==> config.mk <==
export PLATFORM = sky130hd
export DESIGN_NAME = argMaxSelect
export DESIGN_NICKNAME = d
export VERILOG_FILES = /design/src/hw/fixedPointPkg.sv /design/src/hw/mlpNetPkg.sv /design/src/hw/argMaxSelect.sv
export SDC_FILE = /design/constraint.sdc
export NUM_CORES = 1
export LEC_CHECK = 0
export ABC_AREA = 1
export BUFFER_PORTS_ARGS = -buffer_cell sky130_fd_sc_hd__buf_2
export CAP_MARGIN = 15
export CORE_ASPECT_RATIO = 1.75
export CORE_MARGIN = 2
export CORE_UTILIZATION = 58
export CTS_BUF_LIST = sky130_fd_sc_hd__clkbuf_2 sky130_fd_sc_hd__clkbuf_4 sky130_fd_sc_hd__clkbuf_8
export DETAILED_ROUTE_END_ITERATION = 10
export PLACE_DENSITY_LB_ADDON = 0.15
export REMOVE_ABC_BUFFERS = 1
export SKIP_CTS_REPAIR_TIMING = 1
export SYNTH_ARGS = -nofsm -noshare
export SYNTH_HDL_FRONTEND = slang
export SYNTH_SLANG_ARGS = --single-unit
==> constraint.sdc <==
create_clock -name clk -period 6 [get_ports clk]
set_input_delay 0.6 -clock clk [delete_from_list [all_inputs] [get_ports clk]]
set_output_delay 0.6 -clock clk [all_outputs]
set_load 0.01 [all_outputs]
==> src/hw/fixedPointPkg.sv <==
package fixedPointPkg;

	// Signed Q8.8 format.
	localparam int ActBits = 16;
	localparam int FracBits = 8;

	// Wide enough for a full row of shifted products plus bias.
	localparam int AccBits = 24;

	// One activation, weight or bias.
	typedef logic signed [ActBits-1:0] act_t;

	// Sum of shifted products.
	typedef logic signed [AccBits-1:0] acc_t;

	// Full-width product of two Q8.8 values, Q16.16.
	typedef logic signed [2*ActBits-1:0] prod_t;

	// Saturation limits of act_t.
	localparam act_t ActMax = {1'b0, {(ActBits-1){1'b1}}};
	localparam act_t ActMin = {1'b1, {(ActBits-1){1'b0}}};

endpackage

==> src/hw/mlpNetPkg.sv <==
package mlpNetPkg;

	import fixedPointPkg::*;

	// Network shape.
	localparam int NumFeatures = 15;
	localparam int NumHidden = 4;
	localparam int NumClasses = 3;
	localparam int ClassIdxBits = $clog2(NumClasses);

	// Trained hidden layer, one row per neuron, Q8.8.
	localparam act_t [0:NumHidden-1][0:NumFeatures-1] HiddenWeights = '{
		'{
			16'sh00B9, 16'shFD8B, 16'shFFA1, 16'sh0012, 16'sh0143,
			16'sh00DE, 16'shFFD4, 16'sh028C, 16'shFE6A, 16'sh0116,
			16'shFEF7, 16'shFDD4, 16'sh0186, 16'shFEC1, 16'sh017C
		},
		'{
			16'shFF3A, 16'sh0098, 16'sh01C2, 16'shFE11, 16'sh0034,
			16'shFFB0, 16'sh0210, 16'shFF05, 16'sh0077, 16'shFE9C,
			16'sh00C4, 16'sh0153, 16'shFF62, 16'sh002E, 16'shFDF0
		},
		'{
			16'sh0231, 16'shFF7D, 16'sh0009, 16'sh00E6, 16'shFE48,
			16'sh0185, 16'shFF2B, 16'shFFEE, 16'sh01A0, 16'sh0062,
			16'shFD9E, 16'sh0047, 16'sh011B, 16'shFF88, 16'sh00F3
		},
		'{
			16'shFE75, 16'sh0128, 16'shFFC9, 16'sh0301, 16'sh0055,
			16'shFE0A, 16'sh00B2, 16'sh0167, 16'shFF19, 16'shFFD7,
			16'sh0240, 16'shFE83, 16'sh0029, 16'sh00DA, 16'shFF4C
		}
	};

	localparam act_t [0:NumHidden-1] HiddenBias = '{
		16'sh0040, 16'shFFC0, 16'sh0080, 16'sh0010
	};

	// Trained output layer, one row per class.
	localparam act_t [0:NumClasses-1][0:NumHidden-1] OutWeights = '{
		'{16'sh0190, 16'shFE70, 16'sh00C8, 16'shFF38},
		'{16'shFF10, 16'sh01E0, 16'shFF9C, 16'sh0120},
		'{16'sh0064, 16'shFF60, 16'sh0170, 16'sh00A0}
	};

	localparam act_t [0:NumClasses-1] OutBias = '{
		16'sh0020, 16'shFFF0, 16'sh0000
	};

	// One input sample.
	typedef struct packed {
		act_t [NumFeatures-1:0] feature;
	} featureVec_t;

	// Winning class and its score.
	typedef struct packed {
		logic [ClassIdxBits-1:0] classIdx;
		act_t score;
	} classResult_t;

endpackage

==> src/hw/argMaxSelect.sv <==
`timescale 1ns/100ps

module argMaxSelect #(
	parameter int NumClasses = 3
) (
	input logic clk,
	input logic reset,
	input fixedPointPkg::act_t [NumClasses-1:0] score,
	input logic scoreValid,
	output mlpNetPkg::classResult_t result,
	output logic resultValid
);

	import fixedPointPkg::*;
	import mlpNetPkg::*;

	logic [ClassIdxBits-1:0] bestIdx;
	act_t bestScore;

	// Strict compare, so the lowest index keeps a tie.
	always_comb
	begin
		bestIdx = '0;
		bestScore = score[0];
		for (int i = 1; i < NumClasses; i++)
		begin
			if ($signed(score[i]) > $signed(bestScore))
			begin
				bestIdx = ClassIdxBits'(i);
				bestScore = score[i];
			end
		end
	end

	// Hold the last winner between strobes.
	always_ff @(posedge clk)
	begin
		if (reset)
		begin
			result <= '0;
			resultValid <= 1'b0;
		end
		else
		begin
			resultValid <= scoreValid;
			if (scoreValid)
			begin
				result.classIdx <= bestIdx;
				result.score <= bestScore;
			end
		end
	end

	classIdxInRange: assert property (@(posedge clk) disable iff (reset)
		resultValid |-> result.classIdx < NumClasses);

endmodule

==> results of run 1 <==
==> metrics by stage <==
| step | instances | setup slack [ns] | total power [uW] |
|---|---|---|---|
| 2_1_floorplan | 337 | 2.36 | 366 |
| 3_3_place_gp | 454 | 1.93 | 443 |
| 3_5_place_dp | 454 | 1.80 | 450 |
| 4_1_cts | 458 | 2.05 | 542 |
| 5_1_grt | 458 | 1.62 | 592 |
| 6_report | 458 | 2.06 | 536 |
==> metal layers <==
| layer | wire (um) | global-route usage, % | share of wire [%] |
|---|---|---|---|
| met1 | 2100 | 28.5 | 42 |
| met2 | 2640 | 46.0 | 53 |
| met3 | 172 | 2.24 | 3.4 |
| met4 | 80 | 8.37 | 1.6 |
| met5 | 0 | 0 | 0 |
==> critical path, stage by stage <==
cell and delay (ns):
buf_2 0.10, inv_1 0.04, ha_1 0.31, a21oi_1 0.17, nand2_1 0.10, a21oi_2 0.16, nand3_2 0.32, nand3_4 0.35
nand2_1 0.10, and2_1 0.15, ha_1 0.33, nand2_1 0.08, inv_1 0.05, nand3_1 0.10, a21oi_1 0.05, nor2_1 0.15
nand3_2 0.32, nand3_4 0.31, nand3_1 0.14, nand2_1 0.10, a21oi_2 0.05
==> state kept, by name, summed over array words and instances, names as in the netlist <==
name and count:
result 18, resultValid 1
==> power breakdown <==
group / internal (uW) / switching (uW) / leakage [uW]
sequential: 144 / 7.49 / 0.000157
combinational: 117 / 177 / 0.00137
clock: 51.7 / 38.8 / 0.0000262
==> kinds of logic (layout without fill, tap and decap cells) <==
family                     after synthesis  in the layout  share of synthesized area, %
and+or+nand+nor                        193            193                          43.2
DFF                                     19             19                          16.8
adders and majority gates               32             32                          17.7
AOI/OAI and AO/OA                       32             32                          9.05
buffers and inverters                   74            134                          13.3
==> final timing paths <==
path | startpoint | end | slack [ns] | cells after the start
worst max-delay path | score[11] | result[13]$_SDFFE_PP0P_ | 2.06 | 21
worst min-delay path | result[3]$_SDFFE_PP0P_ | result[3]$_SDFFE_PP0P_ | 0.46 | 2
worst max register to register | result[16]$_SDFFE_PP0P_ | result[16]$_SDFFE_PP0P_ | 5.33 | 3
worst min register to register | result[3]$_SDFFE_PP0P_ | result[3]$_SDFFE_PP0P_ | 0.46 | 2
==> cells in the mapped netlist <==
| master | count | area (sq um) |
|---|---|---|
| nand3_1 | 19 | 95.1 |
| nand2_4 | 1 | 11.3 |
| nand2_1 | 90 | 338 |
| a21oi_1 | 17 | 85.1 |
| a21o_1 | 2 | 15.0 |
| nand2_2 | 12 | 75.1 |
| nor3_4 | 1 | 16.3 |
| inv_1 | 60 | 225 |
| nand3_4 | 2 | 35.0 |
| buf_2 | 5 | 25.0 |
| dfxtp_1 | 19 | 380 |
| nor2_1 | 13 | 48.8 |
| o21ai_1 | 2 | 10.0 |
| nor2_2 | 1 | 6.26 |
| clkinv_1 | 1 | 3.75 |
| clkbuf_1 | 5 | 18.8 |
| ha_1 | 32 | 400 |
| buf_4 | 2 | 15.0 |
| nand3_2 | 4 | 40.0 |
| buf_8 | 1 | 15.0 |
| a21oi_2 | 10 | 87.6 |
| nand4_1 | 34 | 213 |
| nor3b_1 | 1 | 7.51 |
| and2_1 | 15 | 93.8 |
| o21a_1 | 1 | 7.51 |
==> cells in the final DEF, fill, tap and decap left out, types with 3 or more instances in the layout <==
cell | Yosys | layout
nand3_1 | 19 | 19
nor2_1 | 13 | 13
dfxtp_1 | 19 | 19
nand2_1 | 90 | 90
nand2_2 | 12 | 12
inv_1 | 60 | 60
a21oi_2 | 10 | 10
clkbuf_8 | 0 | 3
buf_2 | 5 | 69
a21oi_1 | 17 | 17
nand4_1 | 34 | 34
ha_1 | 32 | 32
and2_1 | 15 | 15
nand3_2 | 4 | 4
==> cell type report <==
cell class              count  share of cell area, %
multi-input cells         257                   59.8
flip-flops and latches     19                   14.4
repair buffers             69                   13.0
inverters                  61                   8.64
well taps                  48                   2.27
clock buffers               4                   1.84
==> impl_results.md, run 1 <==
- Status: finished clean
- Syn Std Cell Area: 0.00227 sq mm
- Fin area: 0.00265 sq mm
- First-pass GRT wire length: 8640 um
- Worst Max-Slew Pin Slew: 0.464 ns
- Seq. cell area: 380 sq um
- CP Class: in -> reg
- YS warnings: 0
- Worst EP required: 6.13 ns
- Pwr/cell area: 202 mW/mm^2
- GR Util All Layers: 24.6%
- Clock Skew: 0 ns
- P_leak: 0.00156 uW
- Diodes inserted: 0
- Peak fanout along the critical path: 17
- Routed WL: 4990 um
- #FFs+latches synth: 19
- Drt via density: 4.98
- Routed Antenna Nets: 0
- WL/cell: 10.9 um
- Final hold viol count: 0
- Fmax: 0.254 GHz
- Mean Syn Cell Area: 6.48 sq um
- CTS tree: built
- Gr ovfl total: 0
- Final worst path period share: 65.6%
- Hold Slack: 0.463 ns
- Largest net degree at the start of global routing: 20
- Gpl congestion: 0.824
- # H-tree levels: 1
- Die Height: 86.7 um
- RSZ-0062 raised after global routing: false
- Root buffer cell: clkbuf_8
- Distinct cell type count after synthesis: 25
- Number of I/O port buffers: 69
- Seq/Total Area, Yosys: 16.8%
- Post-synthesis instance total: 350
- Core Region: 0.00383 sq mm
- Startpoint Class: input pin
- Layout cells sized above 1: 25.4%
- Worst VDD drop: 0.000138 V
- Clock buffer depth: 2
- Die W: 51.3 um
- Row cnt: 30
- Worst-path clk slew: 0.06 ns
- TritonCTS sink count: 19
- Nets@finish: 494
- Initial Utilization: 59.2%
- Antenna violations before repair: 0
- Max_cap viols: 0
- Via count: 2280
- # fillers: 357
- Top Ports: 70
- DR DRC count: 0
- Final Util: 69.2%
- Clock latency on the worst-skew pair: 0.25 ns
- Min-delay worst type: reg -> reg
- TNS Setup: 0 ns
- DR pass1 iterations: 4
- Final slew viol count: 0
- Area occupied by multi-input gates: 0.00159 sq mm
- Placed Area: 0.00260 sq mm
- Crit path capture type: flip-flop
- Final setup viols: 0
- Post-DP HPWL: 4400 um
- CP Data Arrival Time: 4.07 ns
- Slew margin rel.: 68.9%
- Tmin final: 3.94 ns
- Vias in the first global route: 2107
- Synth-to-Final Area Change: 16.8%
- Die area: 0.00445 sq mm
- Iter 0 DRT Violations: 41
- CTS Buf Count: 3
(Power assumes the default switching activity.)
==> run 2, diff against run 1 <==
CORE_UTILIZATION = 54   (was 58)
clock period = 4.12 ns   (was 6 ns; I/O delays follow)
==> impl_results.md, run 2 (synthesis gave the netlist of run 1 again) <==
- Status: finished clean
- Crit path capture type: flip-flop
- Fmax: 0.277 GHz
- Largest regs: result x18, resultValid x1
- Commonest non-fill, non-tap cell in the layout: nand2_1
- Clock share of power: 16.1% (-0.8 points)
- Row cnt: 31 (+3.3%)
- Largest net degree at the start of global routing: 20 (unchanged)
- Min-delay worst type: reg -> reg
- Seq pwr share: 28.1% (-0.2 points)
- Worst-path clk slew: 0.06 ns (about the same)
- First-pass GRT wire length: 8940 um (+3.4%)
- Comb pwr share: 55.7% (+0.9 points)
- Dpl cells: 459 (+1.1%)
- Post-DP HPWL: 4570 um (+4.0%)
- CTS Buf Count: 3 (unchanged)
- Layout cells sized above 1: 26.1% (+0.72 points)
- Fin area: 0.00268 sq mm (+1.2%)
- Root buffer cell: clkbuf_8
- Antenna violations before repair: 0 (unchanged)
- Worst Max-Slew Pin Slew: 0.458 ns (-0.00659 ns)
- Routed Antenna Nets: 0 (unchanged)
- Clock latency on the worst-skew pair: 0.24 ns (about the same)
- Die W: 53.0 um (+3.4%)
- Die Height: 89.7 um (+3.5%)
- Final worst path period share: 87.8%
- Placed Area: 0.00263 sq mm (+1.2%)
- Hold Crit Start: result[15]$_SDFFE_PP0P_
- DR pass1 iterations: 4 (unchanged)
- Final setup viols: 0 (unchanged)
- Synth-to-Final Area Change: 18.1%
- Peak fanout along the critical path: 17 (unchanged)
- Gr ovfl total: 0 (unchanged)
- Die area: 0.00476 sq mm (+6.9%)
- R2r setup slk: 3.45 ns (-1.88 ns)
- CP Data Arrival Time: 3.80 ns (-0.27 ns)
- Iter 0 DRT Violations: 36 (-12%)
- Worst EP required: 4.30 ns (-1.83 ns)
- Diodes inserted: 0 (unchanged)
- Vias in the first global route: 2262 (+7.4%)
- Worst hold path depth: 2 (unchanged)
- DR DRC count: 0 (unchanged)
- Tmin final: 3.62 ns
- Worst VDD drop: 0.000313 V (+130%)
- Gpl congestion: 0.816 (-0.93%)
- Slew margin rel.: 69.3% (+0.44 points)
- Internal: 462 uW (+48%)
- FF-to-FF End: result[16]$_SDFFE_PP0P_
- Hold Slack: 0.466 ns (+0.00295 ns)
- Number of I/O port buffers: 69 (unchanged)
- Final slew viol count: 0 (unchanged)
- Clock Skew: 0 ns (unchanged)
- Switch share: 41.3% (-0.33 points)
- Via count: 2363 (+3.6%)
- Fin cells: 463 (+1.1%)
- TritonCTS sink count: 19 (unchanged)
- TNS Setup: 0 ns (unchanged)
- Max reg flops: 18 (unchanged)
- CTS tree: built
- Worst reg-to-reg path cell count: 3 (unchanged)
- Drt via density: 5.10 (+2.5%)
- Top Ports: 70 (unchanged)
- Max_cap viols: 0 (unchanged)
- CP Class: in -> reg
- Clock buffer depth: 2 (unchanged)
- Commonest cells after routing, fill and taps aside: 90 x nand2_1, 69 x buf_2, 60 x inv_1
- Pwr/cell area: 294 mW/mm^2 (+45%)
- Startpoint Class: input pin
- Top reg by flops: result
- Core Region: 0.00407 sq mm (+6.4%)
- Initial Utilization: 55.7% (-3.5 points)
- Nets@finish: 498 (+0.81%)
- Final hold viol count: 0 (unchanged)
- # H-tree levels: 1 (unchanged)
- Hold endpoint: result[15]$_SDFFE_PP0P_
- P_sw: 325 uW (+46%)
- GR Util All Layers: 23.5% (-1.1 points)
- RSZ-0062 raised after global routing: false
- Worst r2r src: result[16]$_SDFFE_PP0P_
- P_leak: 0.00157 uW (+1.1%)
- Routed WL: 5100 um (+2.1%)
- WL/cell: 11.0 um (+1.0%)
[run 2: how the worst max path moves through the flow]
stage          slack [ns]  cells past startpoint                      end  startpoint
2_1_floorplan        0.66                     20  result[16]$_SDFFE_PP0P_   score[15]
3_3_place_gp         0.35                     22  result[16]$_SDFFE_PP0P_   score[15]
3_5_place_dp         0.27                     24   result[2]$_SDFFE_PP0P_   score[11]
4_1_cts              0.51                     24   result[2]$_SDFFE_PP0P_   score[15]
5_1_grt              0.09                     24   result[5]$_SDFFE_PP0P_   score[15]
6_report             0.50                     22  result[10]$_SDFFE_PP0P_   score[15]
[run 2: power groups by stage]
stage	sequential, uW	clock [uW]	combinational, uW
3_3_place_gp	225	0	428
6_report	222	127	439
4_1_cts	222	130	442
3_5_place_dp	226	0	441
2_1_floorplan	239	0	293
5_1_grt	225	139	507
[run 2: final cells by class]
| class | count | area [sq um] |
|---|---|---|
| Tap cell | 49 | 61.3 |
| Sequential cell | 19 | 380 |
| Clock buffer | 4 | 48.8 |
| Multi-Input combinational cell | 257 | 1590 |
| Inverter | 61 | 229 |
| Timing Repair Buffer | 73 | 375 |
| Fill cell | 431 | 1390 |
[run 2: critical path, cell delays in order]
cell     delay (ns)
buf_2          0.09
inv_1          0.04
ha_1           0.34
a21oi_1        0.16
o21ai_1        0.09
a21oi_2        0.14
nand3_2        0.30
nand3_4        0.35
nand2_1        0.10
and2_1         0.15
ha_1           0.33
nand2_1        0.09
inv_1          0.05
nand3_1        0.10
a21oi_1        0.06
nor2_1         0.15
nand2_1        0.08
nand2_2        0.16
nand3_4        0.22
nand3_1        0.17
nand2_1        0.08
a21oi_2        0.12
[run 2: layer usage]
metal | track usage (%) | up-vias | part of all wire, % | wire length, um
li1 | - | 1271 | - | -
met1 | 26.5 | 1041 | 41 | 2100
met2 | 44.9 | 46 | 55 | 2790
met3 | 1.16 | 5 | 3.1 | 158
met4 | 6.41 | 0 | 1.0 | 53
met5 | 0 | - | 0 | 0
[run 2: per-stage QoR]
step           power, uW  setup WS [ns]  utilization (%)
2_1_floorplan        533          0.664                -
3_3_place_gp         653          0.353             64.6
3_5_place_dp         666          0.266             64.6
4_1_cts              794          0.514             65.8
5_1_grt              871         0.0891             65.8
6_report             788          0.504             65.8
==> run 3, diff against run 2 <==
CELL_PAD_IN_SITES_DETAIL_PLACEMENT = 1   (was unset)
CELL_PAD_IN_SITES_GLOBAL_PLACEMENT = 1   (was unset)
CORE_UTILIZATION = 37   (was 54)
CTS_BUF_LIST = sky130_fd_sc_hd__clkbuf_4   (was sky130_fd_sc_hd__clkbuf_2 sky130_fd_sc_hd__clkbuf_4 sky130_fd_sc_hd__clkbuf_8)
==> impl_results.md, run 3 (synthesis gave the netlist of run 1 again) <==
- Pwr/cell area: 286 mW/mm^2 (-2.7%)
- Worst VDD drop: 0.0000888 V (-72%)
- Top Ports: 70 (unchanged)
- Gpl congestion: 0.812 (-0.54%)
- Clock latency on the worst-skew pair: 0.31 ns (+0.07 ns)
- Root buffer cell: clkbuf_4
- Gr ovfl total: 0 (unchanged)
- Die area: 0.00680 sq mm (+43%)
- Vias in the first global route: 2461 (+8.8%)
- Max reg flops: 18 (unchanged)
- Post-DP HPWL: 5560 um (+22%)
- RSZ-0062 raised after global routing: false
- CP cell instances: buf_2, inv_1, ha_1, a21oi_1, o21ai_1, a21oi_2, nand3_2, nand3_4, nand2_1, and2_1, ha_1, nand2_1, inv_1, nand3_1, nor2_2, nand2_1, nand2_1, nand2_2, nand3_4, nand2_1, o21a_1, nor2_1
- Die W: 63.2 um (+19%)
- Slew margin rel.: 68.6% (-0.72 points)
- P_leak: 0.00157 uW (-0.54%)
- CP max-delay cell: nand3_4
- TritonCTS sink count: 19 (unchanged)
- Final hold viol count: 0 (unchanged)
- Final slew viol count: 0 (unchanged)
- Final Util: 45.5% (-20 points)
- Commonest cells after routing, fill and taps aside: 90 x nand2_1, 69 x buf_2, 60 x inv_1
- Worst Max-Slew Pin Slew: 0.468 ns (+0.0108 ns)
- Dpl cells: 488 (+6.3%)
- CP Class: in -> reg
- Worst EP required: 4.38 ns (+0.08 ns)
- Fmax: 0.274 GHz (-0.85%)
- GR Util All Layers: 19.4% (-4.1 points)
- Routed WL: 6120 um (+20%)
- Initial Utilization: 38.3% (-17 points)
- Most frequent CP cell: nand2_1
- Top reg by flops: result
- # H-tree levels: 1 (unchanged)
- Routed Antenna Nets: 0 (unchanged)
- Final setup viols: 0 (unchanged)
- Clock Skew: 0 ns (unchanged)
- Status: finished clean
- Layout cells sized above 1: 26.1% (unchanged)
- CP delay by family, top: simple AND/OR/NAND/NOR gates
- TNS Setup: 0 ns (unchanged)
- CTS tree: built
- Iter 0 DRT Violations: 41 (+14%)
- DR DRC count: 0 (unchanged)
- Max_cap viols: 0 (unchanged)
- Fin cells: 492 (+6.3%)
- Commonest non-fill, non-tap cell in the layout: nand2_1
- Largest net degree at the start of global routing: 20 (unchanged)
- Core Region: 0.00593 sq mm (+45%)
- Worst-path clk slew: 0.11 ns (+0.05 ns)
- Die Height: 108 um (+20%)
- Nets@finish: 498 (unchanged)
- WL/cell: 12.4 um (+13%)
- Largest regs: result x18, resultValid x1
- CTS Buf Count: 3 (unchanged)
- First-pass GRT wire length: 10600 um (+19%)
- Worst path bufs/invs: 3 (unchanged)
- CP Data Arrival Time: 3.91 ns (+0.11 ns)
- # fillers: 889 (+110%)
- DR pass1 iterations: 4 (unchanged)
- Worst path max stage delay: 0.36 ns (about the same)
- Drt via density: 4.87 (-4.5%)
- Clock buffer depth: 2 (unchanged)
- Tmin final: 3.65 ns (+0.0310 ns)
- Row cnt: 37 (+19%)
- Antenna violations before repair: 0 (unchanged)
- Diodes inserted: 0 (unchanged)
- Startpoint Class: input pin
- Number of I/O port buffers: 69 (unchanged)
- Peak fanout along the critical path: 17 (unchanged)
- Crit path capture type: flip-flop
- Min-delay worst type: reg -> reg
- Synth-to-Final Area Change: 18.8%
- Final worst path period share: 88.5% (+0.75 points)
- Via count: 2397 (+1.4%)
-- run 3: worst min-delay path, cell delays in order (launching register included) --
cell     delay (ns)
dfxtp_1        0.32
nand2_1        0.06
a21oi_1        0.05
-- run 3: path summary, 6_finish.rpt --
path / depth (start not counted) / end / from / slack, ns
min reg2reg: 2 / result[3]$_SDFFE_PP0P_ / result[3]$_SDFFE_PP0P_ / 0.47
max reg2reg: 3 / result[16]$_SDFFE_PP0P_ / result[16]$_SDFFE_PP0P_ / 3.39
max: 22 / result[16]$_SDFFE_PP0P_ / score[15] / 0.47
min: 2 / result[3]$_SDFFE_PP0P_ / result[3]$_SDFFE_PP0P_ / 0.47
-- run 3: power breakdown --
part | internal, uW | leakage (uW) | switching, uW
sequential | 210 | 0.000157 | 11.3
combinational | 178 | 0.00139 | 274
clock | 36.4 | 0.0000177 | 61.4
-- run 3: layout make-up --
type / instances / area, sq um / share of cell area [%]
clock buffers: 3 / 22.5 / 0.836
clock inverters: 1 / 5.00 / 0.186
inverters: 61 / 229 / 8.50
multi-input cells: 257 / 1590 / 58.8
flip-flops and latches: 19 / 380 / 14.1
well taps: 78 / 97.6 / 3.62
repair buffers: 73 / 375 / 13.9
-- run 3: layer usage --
layer  track usage [%]  vias to the layer above  wire length, um
met3              1.67                        7              168
met2              38.6                       44             3330
met5                 0                        -                0
met1              20.7                     1075             2510
li1                  -                     1271                -
met4              7.14                        0              109
-- run 3: stage by stage --
stage                     instance area [sq um]  setup slack, ns  power, uW  hold slack [ns]
after floorplan                            2190            0.664        533            0.474
after global placement                     2670            0.327        666            0.453
after detailed placement                   2670            0.126        684            0.455
after CTS                                  2700            0.452        781            0.470
after global routing                       2700           0.0503        856            0.490
final                                      2700            0.473        771            0.467
